$ cat src/merge_rec_pkg.sv
//////////////////////////////
// Record definitions for the two-way merge unit
// Key and payload widths, the record layout and the queue depth
//////////////////////////////
`default_nettype none

package merge_rec_pkg;

  // Field widths
  localparam int KEY_W = 32;
  localparam int PAY_W = 32;

  // Input queue depth, one block per entry
  localparam int FIFO_LOG   = 4;
  localparam int FIFO_DEPTH = 1 << FIFO_LOG;

  // Largest key, marks the end of a stream
  localparam logic [KEY_W-1:0] KEY_MAX = '1;

  // One record, key in the low bits so block[0] leads on the key
  typedef struct packed {
    logic [PAY_W-1:0] payload;
    logic [KEY_W-1:0] key;
  } record_t;

endpackage

`default_nettype wire

$ cat src/merge_ctrl_pkg.sv
//////////////////////////////
// Control types for the two-way merge unit
// Selector states and queue status
//////////////////////////////
`default_nettype none

package merge_ctrl_pkg;

  // Start-up fill of both sides, then steady merge
  typedef enum logic [1:0] {
    SEL_FILL_A,
    SEL_FILL_B,
    SEL_MERGE
  } sel_state_e;

  // Queue status seen by the selector
  typedef struct packed {
    logic emp;
    logic full;
  } fifo_stat_t;

endpackage

`default_nettype wire

$ cat src/srl_fifo.sv
//////////////////////////////
// Shift-register FIFO
// New entries shift in at slot 0, a head pointer tracks the oldest
//////////////////////////////
`timescale 1ns/1ps
`default_nettype none

module srl_fifo #(
  parameter int WIDTH = 256
) (
  input  wire                        CLK,
  input  wire                        RST,
  input  wire                        enq,
  input  wire                        deq,
  input  wire  [WIDTH-1:0]           din,
  output logic [WIDTH-1:0]           dout,
  output merge_ctrl_pkg::fifo_stat_t stat
);

  import merge_rec_pkg::*;

  localparam logic [FIFO_LOG:0] CNT_FULL = {1'b1, {FIFO_LOG{1'b0}}};

  logic [WIDTH-1:0]    mem [FIFO_DEPTH];
  logic [FIFO_LOG-1:0] head;  // Slot of the oldest entry
  logic [FIFO_LOG:0]   cnt;

  assign dout = mem[head];

  always_comb begin
    stat.emp  = (cnt == '0);
    stat.full = (cnt == CNT_FULL);
  end

  // Head moves with the shift on enqueue, back on dequeue
  always_ff @(posedge CLK) begin
    if (RST) begin
      cnt  <= '0;
      head <= '1;
    end else begin
      case ({enq, deq})
        2'b10: begin
          cnt  <= cnt + 1'b1;
          head <= head + 1'b1;
        end
        2'b01: begin
          cnt  <= cnt - 1'b1;
          head <= head - 1'b1;
        end
        default: ;  // Both or neither, head stays on the right entry
      endcase
    end
  end

  always_ff @(posedge CLK) begin
    if (enq) begin
      mem[0] <= din;
      for (int i = 1; i < FIFO_DEPTH; i++) begin
        mem[i] <= mem[i-1];
      end
    end
  end

endmodule

`default_nettype wire

$ cat config.mk
export PLATFORM = sky130hd
export DESIGN_NAME = srl_fifo
export DESIGN_NICKNAME = d
export VERILOG_FILES = /design/src/merge_rec_pkg.sv /design/src/merge_ctrl_pkg.sv /design/src/srl_fifo.sv
export SDC_FILE = /design/constraint.sdc
export NUM_CORES = 2
export LEC_CHECK = 0
export CELL_PAD_IN_SITES_DETAIL_PLACEMENT = 0
export CELL_PAD_IN_SITES_GLOBAL_PLACEMENT = 2
export CORE_MARGIN = 3
export CORE_UTILIZATION = 30
export DETAILED_ROUTE_END_ITERATION = 7
export DONT_BUFFER_PORTS = 1
export PLACE_DENSITY = 0.48
export SLEW_MARGIN = 25
export SYNTH_ARGS = -nofsm -noshare
export SYNTH_HDL_FRONTEND = slang
export SYNTH_SLANG_ARGS = --single-unit
$ cat constraint.sdc
create_clock -name CLK -period 7.2 [get_ports CLK]
set_clock_uncertainty 0.2 [all_clocks]
set_input_delay 1.44 -clock CLK [delete_from_list [all_inputs] [get_ports CLK]]
set_output_delay 1.44 -clock CLK [all_outputs]
set_load 0.01 [all_outputs]
==> impl_metrics.ini <==
[timing]
fin_crit_sh_pct = 78.5
post-route-min-period_ps = 5650
rsz0062_at_grt = false
slew_violations = 0
whs_ps = 157
tns_ps = 0
maxSlewHeadroom_pct = 17.1
finalSetupViolCount = 0
worst_pin_slew_ps = 1240
finalHoldViolations = 0
fmax_mhz = 177

[final_layout]
drive_above_1_share_pct = 25.4
design_area_mm2 = 0.176
nets = 6839
area_growth_pct = 15.0

[hold_path]
hold_path_class = register to register

[yosys]
synth_area_leaders = edfxtp_1 (80%), mux4_2 (15%), a22oi_1 (1.4%), o22ai_1 (0.92%), nand2_1 (0.37%)
synthArstFlopShare_pct = 0
synth_top_area_cell = edfxtp_1
ys_seq_area_share_pct = 80.6
synthTopCellsByCount = edfxtp_1 (4096), mux4_2 (1024), a22oi_1 (288), o22ai_1 (224), nand2_1 (150)
post-synth-top-area-fraction_pct = 80.4
netlist_instances = 6326
synth_nets = 6591
synth_seq_cells = 4109
avgSynthCellArea_um2 = 24.2
synth_area_mm2 = 0.153
synth.distinct_cells = 39
post-synth-top-count-cell = edfxtp_1
ys_warn_count = 0
synth_edf_count = 4096
synthFlopType = edfxtp_1

[cts]
cts_hold_buffers = 0
cts_buffers = 451
htree_levels = 5
cts_setup_buffers = 0
insertion_delay_ps = 1030
cts.sinks = 4109
cts_root_buf = clkbuf_16
path_clk_slew_ps = 60
cts_tree = done
cts_resized = 0
clockBufferDepth = 4

[detailed_routing]
drt_iter0_drc = 6425
drt_wl_total_um = 340000
drtAntennaViolNets = 0
wire_per_inst_um = 24.9
firstDrtPassIters = 5
route.vias.total = 66432
via_per_inst = 4.86
drc = 0

[floorplan]
die_y_um = 720
fp.coreArea_mm2 = 0.507
placementRows = 261
design.die.area_mm2 = 0.518
start_util_pct = 30.2
die_w_um = 720
io_pins = 518

[global_routing]
grt_pass1_vias = 71214
antenna_found_initial = 85
grt_pass1_wl_um = 503000
grt.total_usage_pct = 12.7
grt-ovfl-total = 0
grt_max_degree = 198

[setup_path]
cp_data_arrival_time_ps = 4010
cp.required_ps = 5560
cp-start-kind = register
critPathKind = register to output pin
critPathMaxFanout = 42
cp-end-kind = output pin

[placement]
routabilityCongestion = 0.700
hpwl_um = 191000
port-buffer-count = 0
dpl_cell_area_mm2 = 0.161

[power_and_ir_drop]
power.density_mw_per_mm2 = 327
p_leak_nw = 57.1
vdd_drop_max_mv = 0.215

[flow_run]
max_cap_viol_count = 0

[status]
status = completed
==> power breakdown <==
group / switching (mW) / internal [mW] / leakage (nW)
clock network: 9.63 / 12.6 / 6.87
logic: 3.90 / 2.59 / 10.1
registers: 0.743 / 28.0 / 40.2
total: 14.3 / 43.2 / 57.1
==> cell usage in the layout (no fill, tap or decap), types with 2 or more instances in the layout <==
cell type	Yosys	final
nand2_4	0	2
nand4b_1	2	2
clkinv_1	0	123
clkinv_16	0	21
o21ai_0	4	4
nand2b_4	0	4
a21oi_1	3	3
clkbuf_1	143	115
nor4_1	2	2
buf_6	10	2
nor3_1	2	2
o22ai_1	224	224
buf_12	0	45
inv_6	0	4
inv_1	2	2
buf_4	20	89
buf_16	0	6
edfxtp_1	4096	4096
nand2_1	150	148
dfxtp_4	0	3
ha_1	5	5
mux2i_1	2	2
a211o_1	2	2
nor2b_1	6	4
nand4_1	3	3
or3_1	4	4
bufinv_16	0	29
a22oi_1	288	288
clkinvlp_4	0	5
or2_4	0	2
diode_2	0	31
clkbuf_16	0	453
mux4_2	1024	1024
xor2_1	5	5
clkinv_2	0	68
nand2b_1	9	5
clkinv_8	0	2
nor2b_4	0	2
nor2_1	118	117
dfxtp_1	13	10
==> metrics by stage <==
step	utilization (%)	std cells	setup WS, ps	total power, mW
floorplan	-	6326	3770	33.0
global placement	31.9	12822	2290	35.9
detailed placement	31.9	12823	2240	36.0
CTS	34.7	13645	1090	58.7
global route	34.7	13652	1230	60.1
finish	34.7	13680	1550	57.5
==> worst paths after layout <==
check,to,slack (ps),start,cells after the start
worst max-delay path,dout[232],1550,register,5
worst min-delay path,mem[8][26]$_DFFE_PP_,160,mem[7][26]$_DFFE_PP_,0
worst max register to register,cnt[4]$_SDFFE_PP0N_,5330,cnt[1]$_SDFFE_PP0N_,6
worst min register to register,mem[8][26]$_DFFE_PP_,160,mem[7][26]$_DFFE_PP_,0
==> area by class of cell <==
class	count	area, um2
Timing Repair Buffer	142	1760
Clock inverter	254	2440
Fill cell	46374	331000
Inverter	2	7.51
Sequential cell	4109	123000
Antenna cell	31	77.6
Multi-Input combinational cell	1868	28200
Clock buffer	568	11800
Tap cell	6706	8390
==> flip-flops by register name, summed over array words and instances, names as in the netlist, named ones only <==
register	count
cnt	5
head	4
mem	4096
==> layer usage <==
metal  up-vias  track usage (%)  routed length, um
met5         -                0                358
met4        52             3.51               9380
met3       635             3.86              25500
met2      1651             19.4             155000
met1     36116             17.7             149000
li1      27978                -                  -
==> cells by family after synthesis <==
logic type | Yosys count | synth area share [%]
DFF | 4109 | 80.6
muxes | 1026 | 15.1
AOI/OAI and AO/OA | 526 | 2.39
buffers and inverters | 349 | 1.05
and+or+nand+nor | 305 | 0.818
xor gates and xnor gates | 6 | 0.0344
adders and majority gates | 5 | 0.0409
==> worst max-delay path: stages (launching register included) <==
cell and delay (ps):
dfxtp_4 760, buf_4 670, buf_4 690, mux4_2 350
o22ai_1 80, nor2_1 430
Power figures use the tool's default switching activity.
