--- src/merge_rec_pkg.sv ---
//////////////////////////////
// Record definitions for the two-way merge unit
// Key and payload widths, the record layout and the queue depth
//////////////////////////////
`default_nettype none

package merge_rec_pkg;

  // Field widths
  localparam int KEY_W = 32;
  localparam int PAY_W = 32;

  // Input queue depth, one block per entry
  localparam int FIFO_LOG   = 4;
  localparam int FIFO_DEPTH = 1 << FIFO_LOG;

  // Largest key, marks the end of a stream
  localparam logic [KEY_W-1:0] KEY_MAX = '1;

  // One record, key in the low bits so block[0] leads on the key
  typedef struct packed {
    logic [PAY_W-1:0] payload;
    logic [KEY_W-1:0] key;
  } record_t;

endpackage

`default_nettype wire

--- src/merge_ctrl_pkg.sv ---
//////////////////////////////
// Control types for the two-way merge unit
// Selector states and queue status
//////////////////////////////
`default_nettype none

package merge_ctrl_pkg;

  // Start-up fill of both sides, then steady merge
  typedef enum logic [1:0] {
    SEL_FILL_A,
    SEL_FILL_B,
    SEL_MERGE
  } sel_state_e;

  // Queue status seen by the selector
  typedef struct packed {
    logic emp;
    logic full;
  } fifo_stat_t;

endpackage

`default_nettype wire

--- src/block_selector.sv ---
//////////////////////////////
// Block selector
// Fills two blocks per side at start-up, then picks the block with
// the smaller leading key from the two queues each cycle
//////////////////////////////
`timescale 1ns/1ps
`default_nettype none

module block_selector #(
  parameter int E_LOG = 2
) (
  input  wire                                              CLK,
  input  wire                                              RST,
  input  wire                                              stall,
  input  wire  merge_rec_pkg::record_t [(1<<E_LOG)-1:0]    head_a,
  input  wire  merge_ctrl_pkg::fifo_stat_t                 stat_a,
  input  wire  merge_rec_pkg::record_t [(1<<E_LOG)-1:0]    head_b,
  input  wire  merge_ctrl_pkg::fifo_stat_t                 stat_b,
  output logic                                             deq_a,
  output logic                                             deq_b,
  output merge_rec_pkg::record_t [(1<<E_LOG)-1:0]          sel_blk,
  output logic                                             sel_en
);

  import merge_rec_pkg::*;
  import merge_ctrl_pkg::*;

  localparam int E = 1 << E_LOG;

  typedef record_t [E-1:0] block_t;

  sel_state_e state;
  logic       fill_cnt;  // Second fill dequeue of a side
  logic       choice;    // 1 takes side A
  logic       flip;      // Tie breaker on equal keys

  block_t a0, a1;  // a1 is the older block of A
  block_t b0, b1;

  logic deq_fill_a, deq_fill_b;
  logic deq_mrg_a, deq_mrg_b;
  logic cmp_lt, cmp_eq;

  //////////////////////////////
  // Dequeue requests
  //////////////////////////////
  assign deq_fill_a = (state == SEL_FILL_A) && !stat_a.emp && !stall;
  assign deq_fill_b = (state == SEL_FILL_B) && !stat_b.emp && !stall;
  assign deq_mrg_a  = (state == SEL_MERGE) && choice && !stat_a.emp && !stall;
  assign deq_mrg_b  = (state == SEL_MERGE) && !choice && !stat_b.emp && !stall;

  assign deq_a   = deq_fill_a || deq_mrg_a;
  assign deq_b   = deq_fill_b || deq_mrg_b;
  assign sel_en  = deq_mrg_a || deq_mrg_b;
  assign sel_blk = choice ? a1 : b1;

  //////////////////////////////
  // Two block registers per side
  //////////////////////////////
  always_ff @(posedge CLK) begin
    if (deq_a) begin
      a0 <= head_a;
      a1 <= a0;
    end
  end

  always_ff @(posedge CLK) begin
    if (deq_b) begin
      b0 <= head_b;
      b1 <= b0;
    end
  end

  // After taking A its newer block moves up and faces b1, and the other way round
  always_comb begin
    if (choice) begin
      cmp_lt = (a0[0].key < b1[0].key);
      cmp_eq = (a0[0].key == b1[0].key);
    end else begin
      cmp_lt = (a1[0].key < b0[0].key);
      cmp_eq = (a1[0].key == b0[0].key);
    end
  end

  //////////////////////////////
  // Fill sequence and choice
  //////////////////////////////
  always_ff @(posedge CLK) begin
    if (RST) begin
      state    <= SEL_FILL_A;
      fill_cnt <= 1'b0;
      choice   <= 1'b0;
      flip     <= 1'b0;
    end else begin
      case (state)
        SEL_FILL_A: begin
          if (deq_fill_a) begin
            fill_cnt <= ~fill_cnt;
            if (fill_cnt) state <= SEL_FILL_B;
          end
        end
        SEL_FILL_B: begin
          if (deq_fill_b) begin
            fill_cnt <= ~fill_cnt;
            if (fill_cnt) begin
              state  <= SEL_MERGE;
              choice <= cmp_lt;  // First pick, a1 against the incoming b0
            end
          end
        end
        SEL_MERGE: begin
          if (sel_en) begin
            if (cmp_eq) begin
              choice <= flip;
              flip   <= ~flip;
            end else begin
              choice <= cmp_lt;
            end
          end
        end
        default: state <= SEL_FILL_A;
      endcase
    end
  end

endmodule

`default_nettype wire

--- config.mk ---
export PLATFORM = sky130hd
export DESIGN_NAME = block_selector
export DESIGN_NICKNAME = d
export VERILOG_FILES = /design/src/merge_rec_pkg.sv /design/src/merge_ctrl_pkg.sv /design/src/block_selector.sv
export SDC_FILE = /design/constraint.sdc
export NUM_CORES = 1
export LEC_CHECK = 0
export BUFFER_PORTS_ARGS = -buffer_cell sky130_fd_sc_hd__buf_2
export CAP_MARGIN = 25
export CORE_MARGIN = 10
export CORE_UTILIZATION = 35
export CTS_BUF_LIST = sky130_fd_sc_hd__clkbuf_2
export DETAILED_ROUTE_END_ITERATION = 16
export GPL_TIMING_DRIVEN = 1
export PLACE_DENSITY_LB_ADDON = 0.08
export SETUP_SLACK_MARGIN = 0.5
export SYNTH_ARGS = -nofsm -noshare
export SYNTH_HDL_FRONTEND = slang
export SYNTH_SLANG_ARGS = --single-unit
--- constraint.sdc ---
create_clock -name CLK -period 515.7 [get_ports CLK]
set_clock_uncertainty 0.05 [all_clocks]
set_input_delay 154.71 -clock CLK [delete_from_list [all_inputs] [get_ports CLK]]
set_output_delay 154.71 -clock CLK [all_outputs]
set_load 0.005 [all_outputs]
==> impl_metrics.py <==
metrics = {
    "run_status": {
        "status": "completed",
    },
    "die": {
        "io_pins": 778,
        "dieArea_mm2": 0.115,
        "core.rowCount": 117,
        "core_mm2": 0.101,
        "fp.dieW_um": 339,
        "start_util": 0.351,
        "die_h_um": 339,
    },
    "pwr": {
        "p_clk_frac": 0.357,
        "seqPwrFrac": 0.615,
        "switching_power_uw": 35.0,
        "pwr_density_cell_mw_per_mm2": 3.52,
        "intPower_uw": 119,
        "power_uw": 154,
        "power_frac_comb": 0.028,
        "cellLeakagePower_nw": 16.5,
        "peakVddDrop_mv": 0.00164,
        "switching_share": 0.227,
    },
    "worst_hold_path": {
        "hp-class": "reg2reg",
        "min_path_cells": 0,
    },
    "finish": {
        "area_delta_synth_final_pct": 22.8,
        "fin_nets": 3240,
        "layout-drive-gt1-share": 0.519,
        "layout.cells.non_filler": 4233,
    },
    "logic_synthesis": {
        "synth.area.top_cells": "edfxtp_1 86%, mux2_2 7.1%, ha_1 2.2%, inv_1 0.69%, o21ai_0 0.49%",
        "syn_area_per_cell_um2": 22.3,
        "synthDistinctLibCells": 41,
        "yosysTopAreaCellShare": 0.863,
        "synth_most_common_cell": "edfxtp_1",
        "yosys_warnings": 0,
        "synth_common_cells": "1024 x edfxtp_1, 225 x mux2_2, 66 x inv_1, 64 x ha_1, 40 x nand2_1",
        "yosysTopAreaCell": "edfxtp_1",
        "syn_nets": 2184,
        "ys_seq_area_frac": 0.865,
        "async_flop_share": 0,
        "ys.flop_type": "edfxtp_1",
        "synthCells": 1601,
        "ys_seq_elements": 1029,
        "synth-edff-count": 1024,
        "syn_area_mm2": 0.0356,
    },
    "placement": {
        "port_buffers": 775,
        "routabilityCongestion": 0.778,
        "hpwlAfterDp_um": 66500,
        "placed_cells": 3730,
    },
    "clock_tree": {
        "cts_hold_buf": 0,
        "cts_sinks": 1029,
        "post_cts_resized": 0,
        "cts_tree": "built",
        "clkTransAtPathRegs_ns": 0.09,
        "htreeDepth": 5,
        "cts_setup_buffers": 0,
        "numCtsBuffers": 292,
        "cts_root_buffer": "clkbuf_2",
        "cts_buffer_depth": 4,
        "clock_latency_ns": 1.49,
    },
    "detailed_routing": {
        "dr.pass1.iters": 5,
        "drc_errors": 0,
        "final_antenna_net_count": 0,
        "drt-initial-drc-count": 991,
        "postRouteWirelength_um": 94400,
        "post_drt_wl_per_cell_um": 22.3,
        "viasPerCell": 4.43,
        "vias": 18700,
    },
    "critical_path": {
        "cp.required_ns": 360.94,
        "r2r_cells": 8,
        "arrival_ns": 156.14,
        "path_class": "in2out",
        "critPathLaunchType": "primary input",
        "worstPathMaxFanout": 62,
        "critPathCaptureType": "primary output",
    },
    "timing": {
        "relSlewSlack": 0.279,
        "period_minus_slack_ns": 310.90,
        "rsz0062_at_grt": "false",
        "final-setup-viol-count": 0,
        "period_share": 0.603,
        "final.setup.tns_ns": 0,
        "slew_viol_final": 0,
        "fmax_ghz": 0.00322,
        "final_hold_viol_count": 0,
        "tightest_slew_ns": 1.08,
    },
    "global_routing": {
        "grt_pass1_vias": 20500,
        "grt_max_degree": 152,
        "grt.overflow.total": 0,
        "globalRouteTotalUtil": 0.160,
        "antenna_found_initial": 86,
        "grt_pass1_wl_um": 134000,
    },
    "flow_run": {
        "max-cap-violations": 0,
    },
}
worst paths after layout:
path	from	slack, ns	to
setup / recovery	stall	204.80	deq_a
hold / removal	b0[200]	0.27	b1[200]
setup reg to reg	state[1]	510.88	b0[103]
hold reg to reg	b0[200]	0.27	b1[200]
per-stage QoR:
stage,area (um^2),hold slack (ns),utilization,setup WS (ns)
after floorplan,35600,0.350,-,127.79
after global placement,41300,0.351,0.407,204.55
after detailed placement,41300,0.355,0.407,204.45
after CTS,43700,0.266,0.430,204.45
after global routing,43700,0.253,0.431,204.72
final,43800,0.271,0.431,204.80
cell type report:
cell class / count / area, um^2
tap: 1368 / 1710
sequential: 1029 / 30900
multi-input combinational: 474 / 4420
clock inverter: 48 / 262
timing repair buffer: 794 / 4080
fill: 9328 / 57700
inverter: 66 / 248
clock buffer: 422 / 2110
antenna: 32 / 80.1
layer usage:
metal	routed length (um)	vias up	track usage
met5	399	-	0
met4	2900	62	0.0644
li1	-	8617	-
met3	9520	296	0.0783
met2	48600	782	0.277
met1	33000	8979	0.164
worst max-delay path, cell delays in order:
cell       delay [ns]
buf_2            0.15
a2111oi_2        0.38
buf_4            0.29
buf_16           0.32
buf_2            0.20
registers in the layout, summed over array words and instances, names as in the netlist:
name / count
a0: 256
a1: 256
b0: 256
b1: 256
state: 2
choice: 1
fill_cnt: 1
flip: 1
placed cells by master, fill, tap and decap left out, types with 3 or more instances in the layout:
cell type  Yosys  routed
nand4_2        3       3
nor3_1         4       3
buf_2         18     775
buf_4          0      15
nand2_1       40      40
nand3_1       10      10
buf_12         0       3
mux2_2       225     225
inv_1         66      66
nor2b_1        4       4
edfxtp_1    1024    1024
inv_2          0      10
nor2_1        10      10
a21oi_1       25      25
a21o_1         9       9
bufinv_16      0       3
dfxtp_1        5       4
clkinv_1       0      33
clkbuf_2       0     422
nand4_1       13      13
a21boi_0       3       3
o21ai_0       35      35
diode_2        0      32
ha_1          64      64
cells by family (layout without fill, tap and decap cells):
group	after synthesis	in the layout	share of synthesized area
compound gates	92	92	0.0163
xor+xnor	2	2	0.000491
fa+ha+maj	64	64	0.0225
buf+inv	98	1330	0.0110
flops	1029	1029	0.865
mux	225	225	0.0711
other cells	0	32	0
simple gates	91	91	0.0133
power groups by stage:
stage	registers (mW)	logic, mW	clock network (mW)
floorplan	0.103	0.00141	0
finish	0.0947	0.00434	0.0550
CTS	0.0947	0.00443	0.0581
detailed placement	0.0966	0.00442	0
global placement	0.0965	0.00435	0
global route	0.0949	0.00483	0.0626
(Power assumes the default switching activity.)
